## src/include/ebus_settings.svh

```systemverilog
`ifndef EBUS_SETTINGS_SVH
`define EBUS_SETTINGS_SVH

// I/O port map, low address byte
`define EBUS_IO_BANK0          8'hF0
`define EBUS_IO_BANK1          8'hF1
`define EBUS_IO_BANK2          8'hF2
`define EBUS_IO_BANK3          8'hF3
`define EBUS_IO_CASSETTE       8'hFC
`define EBUS_IO_VSYNC_CPM      8'hFD   // R: vsync, W: CP/M remap
`define EBUS_IO_PRINTER        8'hFE
`define EBUS_IO_KEYB_SCRAMBLE  8'hFF   // R: keyboard, W: scramble

// Bank registers after reset, {ro, overlay, page}
`define EBUS_BANK0_RESET       8'hDF   // RO + overlay, page 31
`define EBUS_BANK1_RESET       8'h21   // Page 33
`define EBUS_BANK2_RESET       8'h22   // Page 34
`define EBUS_BANK3_RESET       8'h13   // Page 19

`define EBUS_BOOT_PAGE         6'd31

// Physical page ranges
`define EBUS_ROM_PAGE_LAST     6'd15   // ROM from page 0
`define EBUS_CART_PAGE_FIRST   6'd16
`define EBUS_CART_PAGE_LAST    6'd19
`define EBUS_RAM_PAGE_FIRST    6'd32   // RAM up to page 63

// Overlay windows, a[13:11] inside the 16 KB window
`define EBUS_VRAM_WIN          3'b110  // $3000-$37FF
`define EBUS_SYSRAM_WIN        3'b111  // $3800-$3FFF
`define EBUS_VRAM_BYTES        2048

`endif

```

## src/rtl/ebus_pkg.sv

```systemverilog
package ebus_pkg;

    //////////////////////////////
    // Paging types
    //////////////////////////////

    // Physical 16 KB page, 64 of them
    typedef logic [5:0] page_t;

    // Bank register at ports F0-F3, one per CPU window
    typedef struct packed {
        logic  ro;       // Writes do not reach the chip
        logic  overlay;  // VRAM and sysram mapped at $3000-$3FFF
        page_t page;     // Bits 5:0
    } bank_reg_t;

endpackage

```

## src/rtl/bank_map.sv

```systemverilog
`timescale 1ns/1ps
`include "ebus_settings.svh"

module bank_map import ebus_pkg::*; (
    input  logic [15:0] a,
    input  logic        mreq_n,
    input  logic        wr_n,
    input  bank_reg_t   bank0,
    input  bank_reg_t   bank1,
    input  bank_reg_t   bank2,
    input  bank_reg_t   bank3,
    input  logic        sel_io_any,
    output logic        sel_vram,
    output logic        sel_sysram,
    output logic        sel_bootrom,
    output logic [4:0]  ba,
    output logic        rom_ce_n,
    output logic        ram_ce_n,
    output logic        cart_ce_n
);

    bank_reg_t bank;       // Register of the current window
    logic      mem_cycle;
    logic      ext_ok;     // External chip may be enabled
    logic      sel_rom;
    logic      sel_cart;
    logic      sel_ram;

    //////////////////////////////
    // Window select
    //////////////////////////////
    always_comb begin
        case (a[15:14])
            2'd0:    bank = bank0;
            2'd1:    bank = bank1;
            2'd2:    bank = bank2;
            default: bank = bank3;
        endcase
    end

    //////////////////////////////
    // Memory decode
    //////////////////////////////
    always_comb begin
        mem_cycle = !mreq_n;

        // Overlay windows in the top 4 KB of the 16 KB window
        sel_vram    = mem_cycle && bank.overlay && a[13:11] == `EBUS_VRAM_WIN;
        sel_sysram  = mem_cycle && bank.overlay && a[13:11] == `EBUS_SYSRAM_WIN;
        sel_bootrom = mem_cycle && bank.page == `EBUS_BOOT_PAGE
                      && !sel_vram && !sel_sysram;

        // Internal targets and write protection keep the bus chips off
        ext_ok = mem_cycle && !sel_io_any && !sel_vram && !sel_bootrom && !sel_sysram
                 && (wr_n || !bank.ro);

        sel_rom  = ext_ok && bank.page <= `EBUS_ROM_PAGE_LAST;
        sel_cart = ext_ok && bank.page >= `EBUS_CART_PAGE_FIRST
                   && bank.page <= `EBUS_CART_PAGE_LAST;
        sel_ram  = ext_ok && bank.page >= `EBUS_RAM_PAGE_FIRST;

        ba = sel_sysram ? 5'd0 : bank.page[4:0];  // Sysram lives in RAM page 0

        rom_ce_n  = !sel_rom;
        ram_ce_n  = !(sel_ram || sel_sysram);  // Sysram ignores RO
        cart_ce_n = !sel_cart;

        // Only one chip may drive the data bus
        a_ce_onehot: assert ($onehot0({!rom_ce_n, !ram_ce_n, !cart_ce_n}))
            else $error("bank_map: more than one chip enable low");
    end

endmodule

```

## config.mk

```make
export PLATFORM = sky130hd
export DESIGN_NAME = bank_map
export DESIGN_NICKNAME = d
export VERILOG_FILES = /design/src/rtl/ebus_pkg.sv /design/src/rtl/bank_map.sv
export VERILOG_INCLUDE_DIRS = /design/src /design/src/include
export SDC_FILE = /design/constraint.sdc
export NUM_CORES = 1
export LEC_CHECK = 0
export ABC_AREA = 1
export CAP_MARGIN = 20
export CELL_PAD_IN_SITES_DETAIL_PLACEMENT = 1
export CELL_PAD_IN_SITES_GLOBAL_PLACEMENT = 1
export CORE_MARGIN = 2
export CORE_UTILIZATION = 30
export DETAILED_ROUTE_END_ITERATION = 8
export DONT_BUFFER_PORTS = 1
export PLACE_DENSITY_LB_ADDON = 0.1
export SYNTH_ARGS = -nofsm -noshare
export SYNTH_HDL_FRONTEND = slang
export SYNTH_SLANG_ARGS = --single-unit
export TNS_END_PERCENT = 1
```

## constraint.sdc

```tcl
create_clock -name vclk -period 0.87
set_input_delay 0.0435 -clock vclk [all_inputs]
set_output_delay 0.0435 -clock vclk [all_outputs]
set_load 0.05 [all_outputs]
```

==> impl_metrics.toml <==
[synth]
yosys_warnings = 0
synthesis.nets = 140
syn-cell-area_um2 = 428
ys_types = 18
synthCells = 89
synth-seq-area-share_pct = 0
synthesis.area_per_instance_um2 = 4.81

[die]
die_area_um2 = 1740
core_region_area_um2 = 1320
std_cell_rows = 13
floorplan.die.height_um = 41.8
die_w_um = 41.8
initial_utilization_pct = 32.5
pin_count = 62

[route]
dr.first_iter.drc_count = 7
detail_routed_net_length_per_standard_cell_um = 15.1
detailroute.via_count = 666
post_drt_via_cell_ratio = 5.33
drt_wl_total_um = 1890
drt-pass1-iter-count = 4
drt.antenna.violating_nets = 0
remaining_drc_errors = 0

[critical_path]
path_cells = "nor2_4, nand2_1, nand3_2, nand2_2, inv_2, nand2_1, nor2_2, nand2_2, nor2_2, buf_12"
cp.required_ps = 830
worst_path_max_delay_cell = "nor2_4"
startpoint_type = "input port"
path_class = "input port to primary output"
cp_slowest_stage_delay_ps = 190
worstSetupEndpointType = "primary output"
timing.critical_path.fanout_max = 13
worst-endpoint-arrival_ps = 1180

[placement]
post-place-ws_ps = -394
globalplace.congestion = 0.785
dp_hpwl_um = 1420
port-buffer-count = 0

[timing]
grt_setup_unrepaired = "true"
shortest_clock_period_the_worst_path_allows_after_layout_ps = 1220
layout_worst_path_cycle_share_pct = 140
fmax_mhz = 819
relSlewSlack_pct = 85.7
finalWorstSetupSlack_ps = -352
timing.final.hold_violations = 0
setup_viol = 11
fin_hold_ws_ps = 253
worst_max_slew_pin_slew_ps = 214
drv_slew = 0
fin_setup_tns_ps = -2620

[status]
outcome = "finished with violations"
violations = "setup timing"

[cts]
ctsHoldBuffers = 0

[global_routing]
grt_overflow = 0
first_global_vias = 674
grt_start_max_net_pins = 14
global_route_wire_length_before_repair_um = 2940
grt_util_all_layers_pct = 20.7
number_of_antenna_violations_at_the_first_check_in_global_routing = 0

[cells_and_area]
footprint_of_the_flip_flops_and_latches_um2 = 0
finish.net_count = 163
layout.sequential_cells = 0
count_of_filler_cells_inserted_in_the_layout = 187
num-clock-buffers = 0
diodes = 0
syn_to_final_growth_pct = 79.2
post_route_cells_drive_above_1_share_pct = 44.5

[power]
power_per_cell_area_nw_per_um2 = 702
vdd.ir_drop.worst_mv = 0.291
power.static_leakage_nw = 0.372

[min_path]
holdCritPathClass = "input port to primary output"

[run]
timing.max_cap.violations = 0
through the flow:
| stage | cell area [um^2] | util [%] | power [mW] | instances |
|---|---|---|---|---|
| after floorplan | 435 | - | 0.283 | 89 |
| after global placement | 697 | 52.9 | 0.483 | 123 |
| after detailed placement | 697 | 52.9 | 0.496 | 123 |
| after CTS | 729 | 55.4 | 0.509 | 123 |
| after global routing | 767 | 58.2 | 0.579 | 125 |
| final | 767 | 58.2 | 0.539 | 125 |
layout make-up:
cell class / count / area, um^2 / area share, %
Timing Repair Buffer: 23 / 288 / 37.5
Inverter: 13 / 48.8 / 6.36
Tap cell: 15 / 18.8 / 2.45
Multi-Input combinational cell: 74 / 412 / 53.7
Yosys cell counts (all sizes together):
| cell type | n | area (um^2) |
|---|---|---|
| a211oi | 1 | 7.51 |
| buf | 2 | 15.0 |
| inv | 13 | 48.8 |
| nand2 | 29 | 114 |
| nand3 | 14 | 75.1 |
| nand3b | 1 | 7.51 |
| nand4 | 2 | 12.5 |
| nor2 | 12 | 55.1 |
| nor3 | 2 | 21.3 |
| o21ai | 8 | 40.0 |
| or2 | 5 | 31.3 |
worst max-delay path: cells and delay by family:
kind	cells	cell delay (ps)
buffers and inverters	2	220
and+or+nand+nor	8	910
cell usage in the layout, fill, tap and decap left out:
| cell | synthesis | layout |
|---|---|---|
| a211oi_2 | 0 | 1 |
| buf_12 | 0 | 8 |
| buf_4 | 2 | 12 |
| buf_6 | 0 | 2 |
| buf_8 | 0 | 1 |
| inv_1 | 8 | 6 |
| inv_2 | 5 | 7 |
| nand2_1 | 27 | 22 |
| nand2_2 | 2 | 7 |
| nand3_1 | 13 | 11 |
| nand3_2 | 1 | 3 |
| nand3b_1 | 1 | 1 |
| nand4_1 | 2 | 2 |
| nor2_1 | 8 | 6 |
| nor2_2 | 4 | 4 |
| nor2_4 | 0 | 2 |
| nor3_2 | 0 | 1 |
| nor3_4 | 1 | 1 |
| o21ai_0 | 1 | 1 |
| o21ai_1 | 7 | 7 |
| or2_0 | 2 | 2 |
| or2_1 | 3 | 3 |
routing by layer:
| layer | vias up | GRT usage, % | share of wire [%] |
|---|---|---|---|
| met3 | 4 | 1.74 | 5.5 |
| met2 | 31 | 40.9 | 54 |
| li1 | 328 | - | - |
| met4 | 0 | 3.23 | 2.3 |
| met5 | - | 0 | 0 |
| met1 | 303 | 23.7 | 38 |
cells by family (layout without fill, tap and decap cells):
kind of cell / Yosys count / after routing / share of synthesized area, %
buf+inv: 15 / 36 / 14.9
compound gates: 9 / 9 / 11.1
simple gates: 65 / 65 / 74.0
where the power goes:
| part | total [mW] | internal, mW | switching [mW] |
|---|---|---|---|
| Combinational | 0.539 | 0.242 | 0.296 |
| Sequential | 0 | 0 | 0 |
| Clock | 0 | 0 | 0 |
what timing repair did:
item,CTS,global route
pin swaps,2,6
setup buffers,0,2
endpoints found under the setup margin,11,11
gates resized for setup,11,6
worst paths after layout:
path	start	end	slack [ps]	cells past startpoint
worst min-delay path	a[11]	sel_vram	250	2
worst max-delay path	a[14]	sel_bootrom	-350	10
(Power assumes the default switching activity.)
