<file path="config.mk">
export PLATFORM = sky130hd
export DESIGN_NAME = strobe_sync
export DESIGN_NICKNAME = d
export VERILOG_FILES = /design/src/include/ebus_settings.svh /design/src/rtl/strobe_sync.sv
export SDC_FILE = /design/constraint.sdc
export NUM_CORES = 1
export LEC_CHECK = 0
export BUFFER_PORTS_ARGS = -buffer_cell sky130_fd_sc_hd__buf_2
export CORE_AREA = 2 2 39 41
export CTS_BUF_LIST = sky130_fd_sc_hd__clkbuf_16
export CTS_CLUSTER_DIAMETER = 80
export DETAILED_ROUTE_END_ITERATION = 8
export DIE_AREA = 0 0 41 43
export GPL_TIMING_DRIVEN = 0
export HOLD_SLACK_MARGIN = 0.08
export PLACE_DENSITY = 0.7
export SLEW_MARGIN = 5
export SYNTH_ARGS = -nofsm -noshare
export SYNTH_HDL_FRONTEND = slang
export SYNTH_SLANG_ARGS = --single-unit
</file>
<file path="constraint.sdc">
create_clock -name sysclk -period 0.96 [get_ports sysclk]
set_clock_uncertainty 0.15 [all_clocks]
set_input_delay 0.048 -clock sysclk [delete_from_list [all_inputs] [get_ports sysclk]]
set_output_delay 0.048 -clock sysclk [all_outputs]
set_load 0.03 [all_outputs]
</file>
<file path="src/include/ebus_settings.svh">
`ifndef EBUS_SETTINGS_SVH
`define EBUS_SETTINGS_SVH

// I/O port map, low address byte
`define EBUS_IO_BANK0          8'hF0
`define EBUS_IO_BANK1          8'hF1
`define EBUS_IO_BANK2          8'hF2
`define EBUS_IO_BANK3          8'hF3
`define EBUS_IO_CASSETTE       8'hFC
`define EBUS_IO_VSYNC_CPM      8'hFD   // R: vsync, W: CP/M remap
`define EBUS_IO_PRINTER        8'hFE
`define EBUS_IO_KEYB_SCRAMBLE  8'hFF   // R: keyboard, W: scramble

// Bank registers after reset, {ro, overlay, page}
`define EBUS_BANK0_RESET       8'hDF   // RO + overlay, page 31
`define EBUS_BANK1_RESET       8'h21   // Page 33
`define EBUS_BANK2_RESET       8'h22   // Page 34
`define EBUS_BANK3_RESET       8'h13   // Page 19

`define EBUS_BOOT_PAGE         6'd31

// Physical page ranges
`define EBUS_ROM_PAGE_LAST     6'd15   // ROM from page 0
`define EBUS_CART_PAGE_FIRST   6'd16
`define EBUS_CART_PAGE_LAST    6'd19
`define EBUS_RAM_PAGE_FIRST    6'd32   // RAM up to page 63

// Overlay windows, a[13:11] inside the 16 KB window
`define EBUS_VRAM_WIN          3'b110  // $3000-$37FF
`define EBUS_SYSRAM_WIN        3'b111  // $3800-$3FFF
`define EBUS_VRAM_BYTES        2048

`endif

</file>
<file path="src/rtl/strobe_sync.sv">
`timescale 1ns/1ps

module strobe_sync (
    input  logic       sysclk,
    input  logic       reset,
    input  logic       rd_n,
    input  logic       wr_n,
    input  logic [7:0] d_in,
    output logic       bus_read,
    output logic       bus_write,
    output logic [7:0] wrdata
);

    logic [2:0] rd_n_sr;  // [0] is the sync stage
    logic [2:0] wr_n_sr;

    //////////////////////////////
    // Strobe sampling
    //////////////////////////////
    always_ff @(posedge sysclk or posedge reset) begin
        if (reset) begin
            rd_n_sr <= 3'b111;  // Bus idle
            wr_n_sr <= 3'b111;
        end else begin
            rd_n_sr <= {rd_n_sr[1:0], rd_n};
            wr_n_sr <= {wr_n_sr[1:0], wr_n};
        end
    end

    // Falling edge seen between the two upper stages
    assign bus_read  = rd_n_sr[2:1] == 2'b10;
    assign bus_write = wr_n_sr[2:1] == 2'b10;

    // Write data follows d_in while wr_n is low
    always_ff @(posedge sysclk) begin
        if (!wr_n) begin
            wrdata <= d_in;
        end
    end

    // The CPU never asserts both strobes, and the pulses sit on separate edges
    a_no_rd_wr_overlap: assert property (
        @(posedge sysclk) disable iff (reset)
        !(bus_read && bus_write)
    ) else $error("strobe_sync: read and write pulse in the same cycle");

endmodule

</file>
==> summary.txt, run 1 <==
Clock tree
  • Worst-path clk slew: 0.05 ns
  • Htree depth: 1
  • CTS tree: yes
  • Clock root buffer: clkbuf_16
  • Num CTS Buffers: 3
  • Insertion delay to the later sink of the worst-skew pair: 0.24 ns
  • CTS max path bufs: 2
  • Clock sink total: 14

Die
  • Die Y: 43 um
  • Initial Util: 31.28%
  • Row Count: 14
  • Die ar.: 0.001763 mm^2
  • Die span in x: 41 um
  • I/O Pins: 22
  • Core Region: 0.001384 mm^2

Power and ir drop
  • Logic pwr share: 12.3%
  • Leakage: 0.0003549 uW
  • Pwr/cell area: 2100 mW/mm^2
  • Net Switching: 348.2 uW
  • Flop pwr share: 42.0%
  • Int Power: 1352 uW
  • Switch share: 20.49%
  • Clk pwr share: 45.7%
  • Worst IR Drop VDD: 1.198 mV

Synth
  • Most frequent cell after synthesis: edfxtp_1
  • Top cells by count, synth: 8 x edfxtp_1, 6 x dfstp_2, 2 x inv_1, 2 x nor2b_4
  • Synth Warn #: 0
  • Syn Inst Count: 18
  • Avg Cell Area, Syn: 24.05 um^2
  • Complex-gate fraction of the synthesized area: 0%
  • Largest family of logic cells by synthesized area: simple AND/OR/NAND/NOR gates
  • Synth Area in Adders: 0%
  • Yosys top cell by area: edfxtp_1
  • Post-synth top area share: 55.49%
  • FFs w/ async S/R, synth: 42.86%
  • Xor/xnor share of the synthesized area: 0%
  • Synth Register Bits: 14
  • Synth Cell Area: 432.9 um^2
  • Mapped Nets: 30
  • EDFF count, synth: 8
  • Main synth FF type: edfxtp_1
  • Sequential area share after synthesis: 91.91%
  • Ranking of synthesized cells by area: edfxtp_1 55%, dfstp_2 36%, nor2b_4 6.4%
  • Multiplexer share of the synthesized area: 0%
  • Synth Area in Simple Gates: 6.358%
  • Distinct cells, synth: 4

Global route
  • M2 GR Usage: 19.69%
  • Largest net degree at the start of global routing: 9
  • Met3 usage: 10.99%
  • Initial antenna violation count: 0
  • Total GRT Usage: 14.59%
  • GR Util met1: 14.93%
  • Vias in the first global route: 335
  • Global routing's busiest layer: met2
  • GR Overflow Total: 0
  • First-pass GRT wire length: 1511 um

Timing
  • Setup ws final: -0.2409 ns
  • Min Tclk post-route: 1.201 ns
  • Fin Setup TNS: -0.5910 ns
  • Fin. max-slew vios: 0
  • Final period util: 125.1%
  • Worst Tran Pin Value: 0.2881 ns
  • F_max: 832.7 MHz
  • Hold_ws: 0.08103 ns
  • Final setup fails: 10
  • RSZ-0062 raised after global routing: yes
  • Final hold viol count: 0
  • Worst rel slew slack: 80.78%

Drt
  • Via density: 4.000
  • Routed vias: 280
  • Initial drt markers: 1
  • Routed len/inst: 13.17 um
  • Drt pass-1 iters: 2
  • Number of remaining DRC errors: 0
  • Final wirelength: 922 um
  • Routed Antenna Nets: 0

Worst hold path
  • Worst hold path type: in -> reg
  • Worst Hold Depth: 2

Critical path
  • Crit end category: output port
  • Startpoint types: flip-flop
  • Worst-case reg-to-reg path depth: 0
  • WP data arrival: 1.00 ns
  • Crit-path max FO: 1
  • Worst EP required: 0.76 ns
  • Setup Crit Path Kind: reg -> out

Final layout
  • Layout cells sized above 1: 59.26%
  • Area grow syn2layout: 86.99%
  • Diodes inserted: 0
  • Fin nets: 67
  • Final instance area: 809.5 um^2

Place
  • Hpwl dp: 529.1 um
  • # port buffers: 21
  • Placer Congestion: 0.7406
  • Placed instance area: 558.0 um^2

Run
  • Number of max-cap violations: 0

Run status
  • Failing checks: setup timing
  • Outcome: finished with violations
==> layer usage <==
| metal | share of wire, % | routed length [um] |
|---|---|---|
| met5 | 0 | 0 |
| met4 | 3.0 | 28 |
| met3 | 13 | 123 |
| met2 | 45 | 414 |
| met1 | 39 | 356 |
==> layout by cell type (no fill, tap or decap) <==
cell type / netlist / routed
buf_2: 0 / 11
buf_6: 0 / 10
clkbuf_16: 0 / 3
clkinv_1: 0 / 1
dfstp_2: 6 / 6
dlygate4sd3_1: 0 / 11
edfxtp_1: 8 / 8
inv_1: 2 / 2
nor2b_4: 2 / 2
==> flip-flops by register name, indices dropped and copies added, names as in the netlist <==
signal	cells
wrdata	8
rd_n_sr	3
wr_n_sr	3
==> final cells by class <==
| cell class | count | area [um^2] |
|---|---|---|
| clock buffers | 3 | 75.07 |
| repair buffers | 32 | 277.8 |
| fillers | 101 | 574.3 |
| inverters | 2 | 7.507 |
| flip-flops and latches | 14 | 397.9 |
| well taps | 16 | 20.02 |
| clock inverters | 1 | 3.754 |
| multi-input cells | 2 | 27.53 |
==> power by group through the flow <==
stage | combinational, uW | sequential (uW) | clock [uW]
after floorplan | 25.8 | 772 | 0
after global placement | 137 | 713 | 0
after detailed placement | 138 | 715 | 0
after CTS | 209 | 713 | 783
after global routing | 223 | 720 | 827
final | 209 | 714 | 776
==> per-stage QoR <==
stage,setup WS (ns),cells,power (uW),utilization (%)
2_1_floorplan,0.04242,18,797.6,-
3_3_place_gp,-0.02774,55,849.6,40.33
3_5_place_dp,-0.03763,55,852.9,40.33
4_1_cts,-0.2472,70,1706,58.50
5_1_grt,-0.2832,70,1770,58.50
6_report,-0.2409,70,1700,58.50
==> critical path, cell delays in order (launching register included) <==
cell and delay (ns):
dfstp_2 0.51, nor2b_4 0.13, buf_6 0.13
==> logic make-up (layout without fill, tap and decap cells) <==
logic type | after synthesis | count (layout)
flops | 14 | 14
simple gates | 2 | 2
buf+inv | 2 | 38
==> worst paths after layout <==
check / to / slack [ns] / from
max in group asynchronous: rd_n_sr[1] / 0.31 / reset
setup reg to reg: rd_n_sr[2] / 0.20 / rd_n_sr[1]
min in group asynchronous: wr_n_sr[2] / 0.33 / reset
hold / removal: wrdata[6] / 0.08 / wr_n
setup / recovery: bus_write / -0.24 / wr_n_sr[2]
hold reg to reg: wr_n_sr[1] / 0.20 / wr_n_sr[0]
==> timing repair <==
action | CTS | global route
buffers inserted | 0 | 0
resized for setup | 20 | 0
pin swaps | 0 | 0
hold buffers | 11 | 0
endpoints found under the setup margin | 10 | 10
endpoints found under the hold margin | 16 | 0
Power figures use the tool's default switching activity.
==> run 2: changes to the inputs <==
Settings changed: CELL_PAD_IN_SITES_DETAIL_PLACEMENT set to 1, CELL_PAD_IN_SITES_GLOBAL_PLACEMENT set to 1, CORE_AREA 2 2 39 41 to not set, CORE_UTILIZATION set to 32, DIE_AREA 0 0 41 43 to not set, PLACE_DENSITY 0.7 to 0.81, SKIP_CTS_REPAIR_TIMING set to 1.
==> run 2 against run 1 <==
Net effect:
- the run still ends with setup timing left
- via count rose by 2.9%
- clock-buffer cell count did not move
- non-clock buffer count did not move
- first-iteration DRC count did not move
- die area fell by 15%
- register-to-register slack barely moved
- clock power fell by 0.6%
- total power barely moved
- critical endpoint unchanged
==> summary.txt, run 2 (synthesis results as in run 1) <==
Timing
  • Fin. max-slew vios: 0
  • F_max: 833.6 MHz
  • Worst Tran Pin Value: 0.3096 ns
  • Worst rel slew slack: 79.34%
  • Final period util: 125.0%
  • Setup ws final: -0.2396 ns
  • Min Tclk post-route: 1.200 ns
  • RSZ-0062 raised after global routing: yes
  • Final setup fails: 9
  • Final hold viol count: 0

Clock tree
  • Num CTS Buffers: 3
  • Insertion delay to the later sink of the worst-skew pair: 0.24 ns
  • Htree depth: 1
  • Worst-path clk slew: 0.05 ns
  • Clock sink total: 14
  • Clock root buffer: clkbuf_16
  • CTS tree: yes
  • CTS max path bufs: 2

Final layout
  • Layout cells sized above 1: 59.26%
  • Commonest non-fill, non-tap cells in the layout: 11 x dlygate4sd3_1, 11 x buf_2, 10 x buf_6, 8 x edfxtp_1, 6 x dfstp_2
  • Area grow syn2layout: 86.42%
  • Max reg flops: 8
  • Largest Register: wrdata
  • Fill cells: 103
  • Area of the multi-input gates: 27.53 um^2
  • Final instance area: 807.0 um^2
  • Largest regs: wrdata x8, rd_n_sr x3, wr_n_sr x3
  • Reg area: 397.9 um^2
  • Diodes inserted: 0
  • Fin nets: 67

Place
  • # port buffers: 21
  • Placed instance area: 555.5 um^2
  • Placer Congestion: 0.6276
  • Dpl ws: -0.04555 ns
  • Hpwl dp: 558.5 um

Drt
  • Final wirelength: 1054 um
  • WL met2: 578 um
  • Initial drt markers: 1
  • Met3 WL: 86 um
  • Routed len/inst: 15.50 um
  • Routed vias: 288
  • Routed Antenna Nets: 0
  • Routed met1 length: 388 um
  • Top sig layer: met3
  • Via density: 4.235
  • Number of remaining DRC errors: 0
  • Drt pass-1 iters: 2

Run status
  • Outcome: finished with violations
  • Failing checks: setup timing

Critical path
  • Worst EP required: 0.76 ns
  • Crit-path cells: nor2b_4 > buf_6
  • Crit end category: output port
  • Largest stage delay, worst path: 0.51 ns
  • Startpoint types: flip-flop
  • WP data arrival: 1.00 ns
  • Crit-path max FO: 1
  • Setup Crit Path Kind: reg -> out
  • Critical-path top delay cell: dfstp_2

Power and ir drop
  • Leakage: 0.0003587 uW
  • Total power: 1699 uW
  • Pwr/cell area: 2105 mW/mm^2
  • Worst IR Drop VDD: 1.293 mV

Global route
  • Total GRT Usage: 11.34%
  • First-pass GRT wire length: 1007 um
  • Vias in the first global route: 229
  • GR Overflow Total: 0
  • Largest net degree at the start of global routing: 9
  • Initial antenna violation count: 0

Worst hold path
  • Worst hold path type: in -> reg

Run
  • Number of max-cap violations: 0

Die
  • I/O Pins: 22
  • Row Count: 12
  • Core Region: 0.001186 mm^2
  • Initial Util: 36.50%
  • Die Y: 38.78 um
  • Die span in x: 38.78 um
  • Die ar.: 0.001504 mm^2
run 2: cell type report:
cell class | count | area share, %
clock buffer | 3 | 9.302
clock inverter | 1 | 0.4651
inverter | 2 | 0.9302
multi-input combinational | 2 | 3.411
sequential | 14 | 49.30
tap | 14 | 2.171
timing repair buffer | 32 | 34.42
run 2: worst paths after layout:
kind	start	cells past startpoint	to	slack [ns]
max	wr_n_sr[2]	2	bus_write	-0.24
min	wr_n	2	wrdata[2]	0.11
max reg2reg	rd_n_sr[1]	0	rd_n_sr[2]	0.19
min reg2reg	wr_n_sr[0]	0	wr_n_sr[1]	0.20
max in group asynchronous	reset	3	wr_n_sr[1]	0.29
min in group asynchronous	reset	3	rd_n_sr[1]	0.34
run 2: per-stage QoR:
stage               utilization, %  instances  hold WS, ns  setup TNS [ns]
global route                 68.04         68       0.1288         -0.8515
finish                       68.04         68       0.1081         -0.6183
CTS                          53.48         57      -0.2385         -0.7874
global placement             46.84         53     0.005976        -0.05518
detailed placement           46.84         53     0.005027        -0.08415
floorplan                        -         18      -0.1030               0
run 2: layer usage:
layer  global-route usage (%)  vias to the layer above
met5                        0                        -
met4                    10.34                        0
met3                    4.046                        0
met2                    18.75                       15
met1                    10.69                      141
li1                         -                      132
run 2: worst max-delay path, delay by kind of cell, from the launching register on:
family	cells	cell delay, ns
DFF	1	0.51
and+or+nand+nor	1	0.13
buffers and inverters	1	0.13
run 2: power breakdown:
part	leakage (uW)	switching [uW]	total (uW)	internal (uW)
registers	0.000141	21.8	716	694
logic	0.000175	103	211	108
clock network	0.0000423	222	771	549
