--- src/include/ebus_settings.svh ---
`ifndef EBUS_SETTINGS_SVH
`define EBUS_SETTINGS_SVH

// I/O port map, low address byte
`define EBUS_IO_BANK0          8'hF0
`define EBUS_IO_BANK1          8'hF1
`define EBUS_IO_BANK2          8'hF2
`define EBUS_IO_BANK3          8'hF3
`define EBUS_IO_CASSETTE       8'hFC
`define EBUS_IO_VSYNC_CPM      8'hFD   // R: vsync, W: CP/M remap
`define EBUS_IO_PRINTER        8'hFE
`define EBUS_IO_KEYB_SCRAMBLE  8'hFF   // R: keyboard, W: scramble

// Bank registers after reset, {ro, overlay, page}
`define EBUS_BANK0_RESET       8'hDF   // RO + overlay, page 31
`define EBUS_BANK1_RESET       8'h21   // Page 33
`define EBUS_BANK2_RESET       8'h22   // Page 34
`define EBUS_BANK3_RESET       8'h13   // Page 19

`define EBUS_BOOT_PAGE         6'd31

// Physical page ranges
`define EBUS_ROM_PAGE_LAST     6'd15   // ROM from page 0
`define EBUS_CART_PAGE_FIRST   6'd16
`define EBUS_CART_PAGE_LAST    6'd19
`define EBUS_RAM_PAGE_FIRST    6'd32   // RAM up to page 63

// Overlay windows, a[13:11] inside the 16 KB window
`define EBUS_VRAM_WIN          3'b110  // $3000-$37FF
`define EBUS_SYSRAM_WIN        3'b111  // $3800-$3FFF
`define EBUS_VRAM_BYTES        2048

`endif

--- src/rtl/ebus_pkg.sv ---
package ebus_pkg;

    //////////////////////////////
    // Paging types
    //////////////////////////////

    // Physical 16 KB page, 64 of them
    typedef logic [5:0] page_t;

    // Bank register at ports F0-F3, one per CPU window
    typedef struct packed {
        logic  ro;       // Writes do not reach the chip
        logic  overlay;  // VRAM and sysram mapped at $3000-$3FFF
        page_t page;     // Bits 5:0
    } bank_reg_t;

endpackage

--- src/rtl/io_regs.sv ---
`timescale 1ns/1ps
`include "ebus_settings.svh"

module io_regs import ebus_pkg::*; (
    input  logic        sysclk,
    input  logic        reset,
    input  logic [15:0] a,
    input  logic        iorq_n,
    input  logic        bus_write,
    input  logic [7:0]  wrdata,
    input  logic        sel_vram,
    input  logic        sel_bootrom,
    input  logic [7:0]  vram_rddata,
    input  logic        cassette_in,
    input  logic        printer_in,
    input  logic        vblank,
    input  logic [63:0] keys,
    output bank_reg_t   bank0,
    output bank_reg_t   bank1,
    output bank_reg_t   bank2,
    output bank_reg_t   bank3,
    output logic        sel_io_any,
    output logic        sel_internal,
    output logic [7:0]  rddata,
    output logic        cassette_out,
    output logic        printer_out,
    output logic        cpm_remap,
    output logic [7:0]  scramble
);

    logic       io_cycle;
    logic       sel_io_bank0;
    logic       sel_io_bank1;
    logic       sel_io_bank2;
    logic       sel_io_bank3;
    logic       sel_io_cassette;
    logic       sel_io_vsync_cpm;
    logic       sel_io_printer;
    logic       sel_io_keyb_scramble;
    logic [7:0] keyb_data;

    //////////////////////////////
    // Port decode
    //////////////////////////////
    assign io_cycle             = !iorq_n;
    assign sel_io_bank0         = io_cycle && a[7:0] == `EBUS_IO_BANK0;
    assign sel_io_bank1         = io_cycle && a[7:0] == `EBUS_IO_BANK1;
    assign sel_io_bank2         = io_cycle && a[7:0] == `EBUS_IO_BANK2;
    assign sel_io_bank3         = io_cycle && a[7:0] == `EBUS_IO_BANK3;
    assign sel_io_cassette      = io_cycle && a[7:0] == `EBUS_IO_CASSETTE;
    assign sel_io_vsync_cpm     = io_cycle && a[7:0] == `EBUS_IO_VSYNC_CPM;
    assign sel_io_printer       = io_cycle && a[7:0] == `EBUS_IO_PRINTER;
    assign sel_io_keyb_scramble = io_cycle && a[7:0] == `EBUS_IO_KEYB_SCRAMBLE;

    assign sel_io_any = sel_io_bank0 || sel_io_bank1 || sel_io_bank2 || sel_io_bank3
                        || sel_io_cassette || sel_io_vsync_cpm || sel_io_printer
                        || sel_io_keyb_scramble;

    assign sel_internal = sel_io_any || sel_vram || sel_bootrom;  // FPGA drives d

    // Keyboard matrix, a row takes part when its address line is low
    always_comb begin
        keyb_data = 8'hFF;
        for (int row = 0; row < 8; row++) begin
            if (!a[8 + row]) begin
                keyb_data = keyb_data & keys[8*row +: 8];
            end
        end
    end

    //////////////////////////////
    // Registers
    //////////////////////////////
    always_ff @(posedge sysclk or posedge reset) begin
        if (reset) begin
            bank0        <= `EBUS_BANK0_RESET;
            bank1        <= `EBUS_BANK1_RESET;
            bank2        <= `EBUS_BANK2_RESET;
            bank3        <= `EBUS_BANK3_RESET;
            cassette_out <= 1'b0;
            printer_out  <= 1'b0;
            cpm_remap    <= 1'b0;
            scramble     <= 8'h00;
        end else if (bus_write) begin
            if (sel_io_bank0)         bank0        <= wrdata;
            if (sel_io_bank1)         bank1        <= wrdata;
            if (sel_io_bank2)         bank2        <= wrdata;
            if (sel_io_bank3)         bank3        <= wrdata;
            if (sel_io_cassette)      cassette_out <= wrdata[0];
            if (sel_io_vsync_cpm)     cpm_remap    <= wrdata[0];
            if (sel_io_printer)       printer_out  <= wrdata[0];
            if (sel_io_keyb_scramble) scramble     <= wrdata;  // Cartridge XOR key
        end
    end

    // Read data, boot ROM area and unmapped space read as 0
    always_comb begin
        rddata = 8'h00;
        if (sel_vram)             rddata = vram_rddata;
        if (sel_io_bank0)         rddata = bank0;
        if (sel_io_bank1)         rddata = bank1;
        if (sel_io_bank2)         rddata = bank2;
        if (sel_io_bank3)         rddata = bank3;
        if (sel_io_cassette)      rddata = {7'b0, cassette_in};
        if (sel_io_vsync_cpm)     rddata = {7'b0, !vblank};
        if (sel_io_printer)       rddata = {7'b0, printer_in};
        if (sel_io_keyb_scramble) rddata = keyb_data;
    end

    a_io_onehot: assert property (
        @(posedge sysclk) disable iff (reset)
        $onehot0({sel_io_bank0, sel_io_bank1, sel_io_bank2, sel_io_bank3,
                  sel_io_cassette, sel_io_vsync_cpm, sel_io_printer,
                  sel_io_keyb_scramble})
    ) else $error("io_regs: I/O decode not one-hot");

endmodule

--- config.mk ---
export PLATFORM = sky130hd
export DESIGN_NAME = io_regs
export DESIGN_NICKNAME = d
export VERILOG_FILES = /design/src/rtl/ebus_pkg.sv /design/src/rtl/io_regs.sv
export VERILOG_INCLUDE_DIRS = /design/src /design/src/include
export SDC_FILE = /design/constraint.sdc
export NUM_CORES = 1
export LEC_CHECK = 0
export ABC_AREA = 1
export BUFFER_PORTS_ARGS = -buffer_cell sky130_fd_sc_hd__buf_2
export CAP_MARGIN = 5
export CORE_UTILIZATION = 40
export DETAILED_ROUTE_END_ITERATION = 16
export PLACE_DENSITY_LB_ADDON = 0.12
export SLEW_MARGIN = 30
export SYNTH_ARGS = -nofsm -noshare
export SYNTH_HDL_FRONTEND = slang
export SYNTH_SLANG_ARGS = --single-unit
--- constraint.sdc ---
create_clock -name sysclk -period 2 [get_ports sysclk]
set_input_delay 0.4 -clock sysclk [delete_from_list [all_inputs] [get_ports sysclk]]
set_output_delay 0.4 -clock sysclk [all_outputs]
set_load 0.01 [all_outputs]
==> flow_summary.json, run 1 <==
{
  "status": "finished, violations left",
  "violations": "setup timing",
  "async_flop_share_pct": 100.0,
  "crit_family": "simple AND/OR/NAND/NOR gates",
  "overflow": 0,
  "cp_cell_sequence": "buf_6 -> inv_2 -> nand2_2 -> nor2_4 -> nand4_1 -> buf_6 -> nand2_2 -> nor2_1 -> nand2_1 -> nand2_1 -> nand2_1 -> nand2_1 -> nand2_1 -> nand2_1 -> nand2_1 -> buf_2",
  "antenna_found_initial": 0,
  "viasPerCell": 5.205,
  "holdBufCountCts": 0,
  "synth.top_cells.by_count": "84 x nand2_1, 31 x nor2_1, 29 x dfrtp_1",
  "combPwrFrac_pct": 21.1,
  "max-clock-path-buffers": 2,
  "grt_pass1_wl_um": 12810,
  "fin_crit_sh_pct": 103.1,
  "fin_nets": 623,
  "synth_edf_count": 0,
  "die_area_um2": 6698,
  "worst_clock_skew_ns": 0,
  "grt_use_total_pct": 25.24,
  "hold_path_class": "in -> async",
  "cp.arrival_ns": 1.66,
  "antenna_left": 0,
  "critPathLaunchType": "input pin",
  "yosysSeqAreaShare_pct": 42.89,
  "p_clk_share_pct": 29.4,
  "wire_per_inst_um": 15.15,
  "slew_violations": 0,
  "max_freq_ghz": 0.4851,
  "ys_ff_latch": 43,
  "syn_area_um2": 2550,
  "place_hpwl_um": 6856,
  "start_util_pct": 42.32,
  "clock_sinks": 43,
  "r2r.worst_path.cells": 2,
  "worst_pin_slew_ns": 0.5415,
  "crit_top_cell": "nand2_1",
  "cts_made_buffers": 5,
  "synth_most_common_cell": "nand2_1",
  "setup_viol": 7,
  "p_leak_nw": 2.094,
  "setup_ws_ns": -0.06133,
  "switching_share_pct": 28.69,
  "pwr_density_cell_nw_per_um2": 476.6,
  "clk_root_buffer_cell": "clkbuf_8",
  "clkSlewWorstSetupHoldPaths_ns": 0.08,
  "ir_drop_mv": 0.4341,
  "cts_tree": "yes",
  "placedCellCount": 577,
  "worstSetupPathType": "in -> out",
  "drt-total-wl_um": 9000,
  "core_area_um2": 6026,
  "switchingPower_uw": 533.4,
  "slowest_delay_ns": 0.18,
  "yosysTopAreaCellShare_pct": 28.46,
  "first_pass_iters": 4,
  "std_cell_rows": 28,
  "fin_cells": 594,
  "globalplace.congestion": 0.8692,
  "drive_above_1_share_pct": 49.33,
  "slew_headroom_pct": 63.90,
  "crit_buf_inv": 4,
  "slowest_stage": "buf_6",
  "synthCells": 340,
  "ioPinCount": 158,
  "min_period_ns": 2.061,
  "r2r_end": "bank0[2]",
  "synthSimpleGateAreaFrac_pct": 31.99,
  "synth-xor-area-share_pct": 0,
  "synth_top_family_by_area": "simple AND/OR/NAND/NOR gates",
  "ctsHtreeMaxLevel": 2,
  "die_h_um": 81.84,
  "grt_max_degree": 44,
  "worst_setup_path_end_kind": "output pin",
  "synth_compound_area_share_pct": 19.19,
  "fp.dieW_um": 81.84,
  "intPower_mw": 1.326,
  "synth_cell_types": 34,
  "synthesis.nets": 445,
  "required_ns": 1.60,
  "io_buffers": 157,
  "yosys.area.top_type": "dfrtp_1",
  "stdcell_area_um2": 3901,
  "placed_area_um2": 3522,
  "grt_pass1_vias": 2659,
  "drt_iter0_markers": 113,
  "ys_top_cells_by_area": "dfrtp_1 28%, dfstp_2 14%, nand2_1 12%, o22ai_1 5.4%, nand3_1 5.1%",
  "drcViolationCount": 0,
  "rsz0062_at_grt": "true",
  "clock_latency_ns": 0.29,
  "vias": 3092,
  "finalHoldViolCount": 0,
  "synth.area.mux_share_pct": 0,
  "synth-adder-area-share_pct": 0,
  "crit_fanout": 6,
  "maxCapViolCount": 0,
  "r2r_slack_ns": 1.21,
  "fill_cells": 552,
  "yosys_warnings": 0,
  "syn_avg_cell_area_um2": 7.500,
  "diodes": 0,
  "r2r_start": "bank0[2]",
  "pwr-share-seq_pct": 49.5,
  "area_delta_synth_final_pct": 52.99,
  "ys.flop_type": "dfrtp_1"
}
==> what timing repair did <==
item                                    4_1_cts  5_1_grt
endpoints found under the setup margin        8       10
endpoints found under the hold margin         0        0
setup buffers                                 4        5
pin swaps                                     6        9
gates resized for setup                      32       18
gates cloned                                  1        0
==> power groups by stage <==
stage | Sequential, mW | Combinational [mW] | Clock, mW
3_3_place_gp | 0.935 | 0.349 | 0
3_5_place_dp | 0.935 | 0.356 | 0
2_1_floorplan | 0.944 | 0.154 | 0
6_report | 0.921 | 0.392 | 0.546
4_1_cts | 0.920 | 0.379 | 0.559
5_1_grt | 0.925 | 0.429 | 0.591
==> worst reg2reg max path: stages (launching register included) <==
cell and delay [ns]:
dfstp_2 0.56, nand2_1 0.05, o21ai_0 0.10
==> sequential cells by signal (all words and copies together), names as in the netlist <==
name / flops
scramble: 8
bank2: 8
bank3: 8
bank1: 8
bank0: 8
cassette_out: 1
printer_out: 1
cpm_remap: 1
==> cells by family (layout without fill, tap and decap cells) <==
kind of cell / count (synthesis) / after routing
AO/OA/AOI/OAI: 83 / 83
buffers and inverters: 39 / 218
flip-flops: 43 / 43
AND/OR/NAND/NOR: 175 / 175
==> metrics by stage <==
step                      power, mW  worst slack [ns]  setup TNS (ns)  hold WS, ns  util [%]
after floorplan               1.098            0.1920               0       0.4855         -
after global routing          1.945           -0.2098         -0.9927       0.2706     64.74
after CTS                     1.858          -0.08498         -0.3602       0.2399     62.52
final                         1.859          -0.06133         -0.2502       0.2219     64.74
after global placement        1.284           -0.1305         -0.6592       0.4706     58.45
after detailed placement      1.291           -0.1399         -0.9333       0.4783     58.45
==> per-layer routing <==
metal | vias up | share of wire [%] | wire (µm) | track usage (%)
met3 | 16 | 7.3 | 658 | 4.444
met5 | - | 0 | 0 | 0
met4 | 0 | 2.0 | 178 | 7.895
met2 | 128 | 49 | 4416 | 41.82
met1 | 1411 | 42 | 3746 | 33.24
li1 | 1537 | - | - | -
==> area by class of cell <==
type	instances	area (µm²)	share of cell area, %
multi-input cells	258	1451	37.20
flip-flops and latches	43	1094	28.03
repair buffers	187	1085	27.81
well taps	75	93.84	2.405
inverters	23	88.84	2.277
clock buffers	5	68.82	1.764
clock inverters	3	20.02	0.5131
==> worst max path at each step <==
stage	from	end	slack, ns	depth (start not counted)
after floorplan	a[5]	rddata[0]	0.19	13
after global placement	a[2]	rddata[0]	-0.13	15
after detailed placement	a[3]	rddata[7]	-0.14	13
after CTS	a[3]	rddata[0]	-0.08	16
after global routing	a[3]	rddata[0]	-0.21	16
final	a[3]	rddata[0]	-0.06	16
==> placed cells by master (no fill, tap or decap), drive strengths merged <==
master,synthesis,layout
inv,23,23
dfstp,14,14
buf,5,187
o221ai,6,6
nand2,88,88
nand3,28,28
o211a,1,1
a31oi,3,3
o22ai,22,22
nand4,4,4
nor2,36,36
clkinv,0,1
or2,7,7
clkbuf,11,5
a21oi,4,4
nor4,3,3
dfrtp,29,29
clkinvlp,0,2
nor3,8,8
o21ai,44,44
o22a,1,1
nand3b,1,1
o2111ai,2,2
Note: power is estimated with default switching activity, not from simulation.
==> run 2, diff against run 1 <==
--- a/config.mk
+++ b/config.mk
@@ -9,8 +9,12 @@
 export ABC_AREA = 1
 export BUFFER_PORTS_ARGS = -buffer_cell sky130_fd_sc_hd__buf_2
 export CAP_MARGIN = 5
-export CORE_UTILIZATION = 40
+export CELL_PAD_IN_SITES_DETAIL_PLACEMENT = 0
+export CELL_PAD_IN_SITES_GLOBAL_PLACEMENT = 2
+export CORE_UTILIZATION = 22
 export DETAILED_ROUTE_END_ITERATION = 16
+export HOLD_SLACK_MARGIN = 0.03
+export MAX_ROUTING_LAYER = met4
 export PLACE_DENSITY_LB_ADDON = 0.12
 export SLEW_MARGIN = 30
 export SYNTH_ARGS = -nofsm -noshare
==> run 2 against run 1 <==
  * The run still ends with setup timing left
  * Critical path depth shrank 5
  * Total power grew 31%
  * Utilization shrank 26 points
  * Critical path type unchanged
  * Largest cell class unchanged
  * Highest routed layer unchanged
==> flow_summary.json, run 2 (synthesis gave the netlist of run 1 again) <==
{
  "clkSlewWorstSetupHoldPaths_ns": 0.07,
  "ir_drop_mv": 0.3010,
  "ctsHtreeMaxLevel": 2,
  "max_freq_ghz": 0.4660,
  "setup_ws_ns": -0.1459,
  "drt_iter0_markers": 119,
  "required_ns": 1.60,
  "finalPower_mw": 2.428,
  "fill_cells": 1219,
  "layout_commonest_cell": "buf_2",
  "cp.arrival_ns": 1.75,
  "vias": 3019,
  "pwr_density_cell_nw_per_um2": 571.7,
  "cts_made_buffers": 5,
  "grt_max_degree": 26,
  "setup_viol": 8,
  "multi_input_area_um2": 1524,
  "grt_pass1_vias": 2972,
  "violations": "setup timing",
  "io_buffers": 157,
  "diodes": 0,
  "grt_use_total_pct": 17.68,
  "slew_headroom_pct": 48.35,
  "p_leak_nw": 2.213,
  "overflow": 0,
  "hold_ws_ns": 0.1515,
  "fin_nets": 629,
  "viasPerCell": 4.540,
  "worst_clock_skew_ns": 0,
  "worst_setup_path_end_kind": "output pin",
  "hold_path_class": "in -> async",
  "std_cell_rows": 38,
  "clock_sinks": 43,
  "worstSetupPathType": "in -> out",
  "start_util_pct": 23.02,
  "grt_pass1_wl_um": 15630,
  "finalHoldViolCount": 0,
  "antenna_found_initial": 0,
  "cts_tree": "yes",
  "clock_latency_ns": 0.29,
  "ioPinCount": 158,
  "first_pass_iters": 4,
  "drcViolationCount": 0,
  "mostFrequentLayoutCells": "146 x buf_2, 73 x nand2_1, 29 x nor2_1, 29 x dfrtp_1, 28 x buf_4",
  "globalplace.congestion": 0.8365,
  "fin_crit_sh_pct": 107.3,
  "drt-total-wl_um": 10420,
  "rsz0062_at_grt": "true",
  "seq_area_um2": 1094,
  "min_period_ns": 2.146,
  "max-clock-path-buffers": 2,
  "die_h_um": 109.7,
  "status": "finished, violations left",
  "wire_per_inst_um": 15.67,
  "slew_violations": 0,
  "clk_root_buffer_cell": "clkbuf_16",
  "place_hpwl_um": 8246,
  "fp.dieW_um": 109.7,
  "critPathLaunchType": "input pin",
  "maxCapViolCount": 0,
  "area_delta_synth_final_pct": 66.54,
  "crit_fanout": 5,
  "worst_pin_slew_ns": 0.7700,
  "antenna_left": 0,
  "holdBufCountCts": 0,
  "drive_above_1_share_pct": 51.81,
  "die_area_um2": 12030,
  "core_area_um2": 11080
}
[run 2: cell count changes in the layout (fill, tap and decap cells not counted), sizes merged]
cell,delta
buf,+5
clkbuf,+1
clkinvlp,-2
bufinv,+2
[run 2: metal layers]
layer	GRT usage, %	vias to the layer above	part of all wire [%]	routed length (µm)
met5	-	-	0	0
met4	3.143	0	0.62	65
met3	2.134	7	4.5	467
met2	29.78	91	49	5136
met1	23.02	1380	46	4749
li1	-	1541	-	-
[run 2: stage by stage]
step           setup WS (ns)  cells  util (%)  area, µm²  setup TNS, ns
2_1_floorplan         0.1920    340         -       2550              0
4_1_cts              -0.1693    661     36.68       4064         -1.085
6_report             -0.1459    665     38.33       4247        -0.8123
3_3_place_gp         -0.2387    650     33.18       3676         -1.522
5_1_grt              -0.2686    665     38.33       4247         -1.524
3_5_place_dp         -0.2389    650     33.18       3676         -1.534
[run 2: path summary, 6_finish.rpt]
path	start	endpoint	slack, ns	depth (start not counted)
setup reg to reg	bank3[0]	bank3[0]	1.21	2
max in group asynchronous	reset	bank3[0]	1.24	3
hold reg to reg	scramble[2]	scramble[2]	0.49	2
hold / removal	reset	bank0[5]	0.15	2
setup / recovery	a[7]	rddata[1]	-0.15	11
min in group sysclk	wrdata[5]	bank1[5]	0.43	3
[run 2: power breakdown]
part	internal [mW]	switching, mW	total, mW	leakage, nW
registers	0.901	0.0213	0.922	0.547
clock network	0.724	0.362	1.09	0.0959
logic	0.196	0.223	0.419	1.57
[run 2: cell type report]
cell class | instances | share of cell area, %
Multi-Input combinational cell | 258 | 35.89
Clock buffer | 5 | 2.946
Clock inverter | 3 | 1.679
Sequential cell | 43 | 25.75
Tap cell | 140 | 4.125
Inverter | 23 | 2.210
Timing Repair Buffer | 193 | 27.40
[run 2: what timing repair did]
action                                  in CTS  in global routing
setup buffers                                2                  4
resized for setup                           36                 40
endpoints found under the setup margin       8                  8
cloned                                       1                  0
endpoints found under the hold margin        0                  0
pin swaps                                   16                 19
[run 2: worst max-delay path: stages]
cell,delay [ns]
buf_2,0.12
nand2_2,0.06
nor2_4,0.18
nand4_1,0.14
buf_6,0.16
buf_6,0.11
buf_6,0.11
or2_0,0.19
nand3_1,0.09
nand2_1,0.06
buf_6,0.12
==> run 3, diff against run 2 <==
--- a/config.mk
+++ b/config.mk
@@ -16,6 +16,7 @@
 export HOLD_SLACK_MARGIN = 0.03
 export MAX_ROUTING_LAYER = met4
 export PLACE_DENSITY_LB_ADDON = 0.12
+export RECOVER_POWER = 50
 export SLEW_MARGIN = 30
 export SYNTH_ARGS = -nofsm -noshare
 export SYNTH_HDL_FRONTEND = slang
==> run 3 against run 2 <==
  * The run still ends with setup timing left
  * Combinational power shrank 2%
  * Total power is 0.32% lower
  * Largest cell class unchanged
  * Flip-flop and latch count did not move
  * Sequential power hardly changed
  * Largest power group unchanged
  * Clock power barely moved
  * Design area down 1.1%
  * Sequential share of layout area grew 0.28 points
  * Critical endpoint unchanged
  * Hold slack lost 0.017 ns
  * Maximum frequency barely moved
  * Global-route usage is the same
  * Die area unchanged
  * Clock-buffer cell count unchanged
==> flow_summary.json, run 3 (synthesis gave the netlist of run 1 again) <==
{
  "pwr_density_cell_nw_per_um2": 575.9,
  "fin_crit_sh_pct": 107.3,
  "drive_above_1_share_pct": 47.43,
  "wire_per_inst_um": 15.67,
  "hold_path_class": "in -> async",
  "hold_ws_ns": 0.1340,
  "wl_met3_um": 489,
  "antenna_found_initial": 0,
  "layout_commonest_cell": "buf_2",
  "highest_layer": "met4",
  "viasPerCell": 4.558,
  "start_util_pct": 23.02,
  "setup_viol": 8,
  "clkSlewWorstSetupHoldPaths_ns": 0.07,
  "fp.dieW_um": 109.7,
  "dr_wl_met2_um": 5139,
  "area_delta_synth_final_pct": 64.77,
  "grt_pass1_vias": 2972,
  "min_period_ns": 2.146,
  "critPathLaunchType": "input pin",
  "slew_violations": 0,
  "io_buffers": 157,
  "clk_root_buffer_cell": "clkbuf_16",
  "grt_use_total_pct": 17.68,
  "setup_ws_ns": -0.1460,
  "grt_max_degree": 26,
  "rsz0062_at_grt": "true",
  "vias": 3031,
  "r2r_end": "bank3[0]",
  "p_leak_nw": 2.113,
  "ctsHtreeMaxLevel": 2,
  "ioPinCount": 158,
  "std_cell_rows": 38,
  "worst_clock_skew_ns": 0,
  "die_h_um": 109.7,
  "drt_iter0_markers": 123,
  "cts_tree": "yes",
  "cp.arrival_ns": 1.75,
  "r2r_slack_ns": 1.21,
  "first_pass_iters": 4,
  "violations": "setup timing",
  "clock_latency_ns": 0.29,
  "drt-total-wl_um": 10420,
  "grt_pass1_wl_um": 15630,
  "die_area_um2": 12030,
  "ir_drop_mv": 0.3008,
  "fin_nets": 629,
  "maxCapViolCount": 0,
  "crit_top_cell": "buf_6",
  "r2r_start": "bank3[0]",
  "worstSetupPathType": "in -> out",
  "worst_pin_slew_ns": 1.352,
  "slowest_stage": "or2_0",
  "finalSetupTns_ns": -0.8127,
  "overflow": 0,
  "diodes": 0,
  "required_ns": 1.60,
  "globalplace.congestion": 0.8365,
  "wl_met1_um": 4728,
  "finalHoldViolCount": 0,
  "cp_cell_sequence": "buf_2 -> nand2_2 -> nor2_4 -> nand4_1 -> buf_6 -> buf_6 -> buf_6 -> or2_0 -> nand3_1 -> nand2_1 -> buf_6",
  "slew_headroom_pct": 9.868,
  "antenna_left": 0,
  "worst_setup_path_end_kind": "output pin",
  "r2r.worst_path.cells": 2,
  "max-clock-path-buffers": 2,
  "cts_made_buffers": 5,
  "core_area_um2": 11080,
  "status": "finished, violations left",
  "max_freq_ghz": 0.4660,
  "holdBufCountCts": 0,
  "crit_fanout": 5,
  "clock_sinks": 43,
  "mostFrequentLayoutCells": "125 x buf_2, 74 x nand2_1, 29 x nor2_1, 29 x dfrtp_1, 28 x buf_4",
  "drcViolationCount": 0,
  "place_hpwl_um": 8246,
  "slowest_delay_ns": 0.19
}
==> run 3: layout make-up <==
type,count,area [µm²]
clock buffer,5,125.1
timing repair buffer,193,1121
tap,140,175.2
sequential,43,1094
clock inverter,3,71.32
inverter,23,93.84
fill,1230,6877
multi-input combinational,258,1521
==> run 3: what timing repair did <==
item,4_1_cts,5_1_grt
setup buffers,2,4
endpoints found under the hold margin,0,0
cloned,1,0
setup endpoints to repair,8,8
gates resized for setup,36,40
pin swaps,16,19
==> run 3: critical path, delay by kind of cell <==
family	cells	cell delay [ns]
buf+inv	5	0.62
simple gates	6	0.72
==> run 3: report_power, final <==
part           internal, mW  switching [mW]
clock                 0.724           0.361
combinational         0.189           0.222
sequential            0.901          0.0218
==> run 3: per-stage QoR <==
step	std cells	instance area, µm²	setup slack [ns]	total power [mW]	utilization [%]
floorplan	340	2550	0.1920	1.098	-
global placement	650	3676	-0.2387	1.314	33.18
detailed placement	650	3676	-0.2389	1.315	33.18
CTS	661	4064	-0.1693	2.438	36.68
global route	665	4202	-0.2686	2.537	37.93
finish	665	4202	-0.1460	2.420	37.93
==> run 3: worst max-delay path by stage <==
stage               start         to  slack (ns)  depth (start not counted)
finish               a[7]  rddata[1]       -0.15                         11
global route         a[3]  rddata[0]       -0.27                         16
CTS                  a[4]  rddata[0]       -0.17                         15
detailed placement   a[3]  rddata[4]       -0.24                         11
global placement     a[3]  rddata[4]       -0.24                         11
floorplan            a[5]  rddata[0]        0.19                         13
==> run 3: metal layers <==
layer / track usage, % / up-vias
met5: - / -
met4: 3.143 / 0
met3: 2.134 / 7
met2: 29.78 / 92
met1: 23.02 / 1390
li1: - / 1542
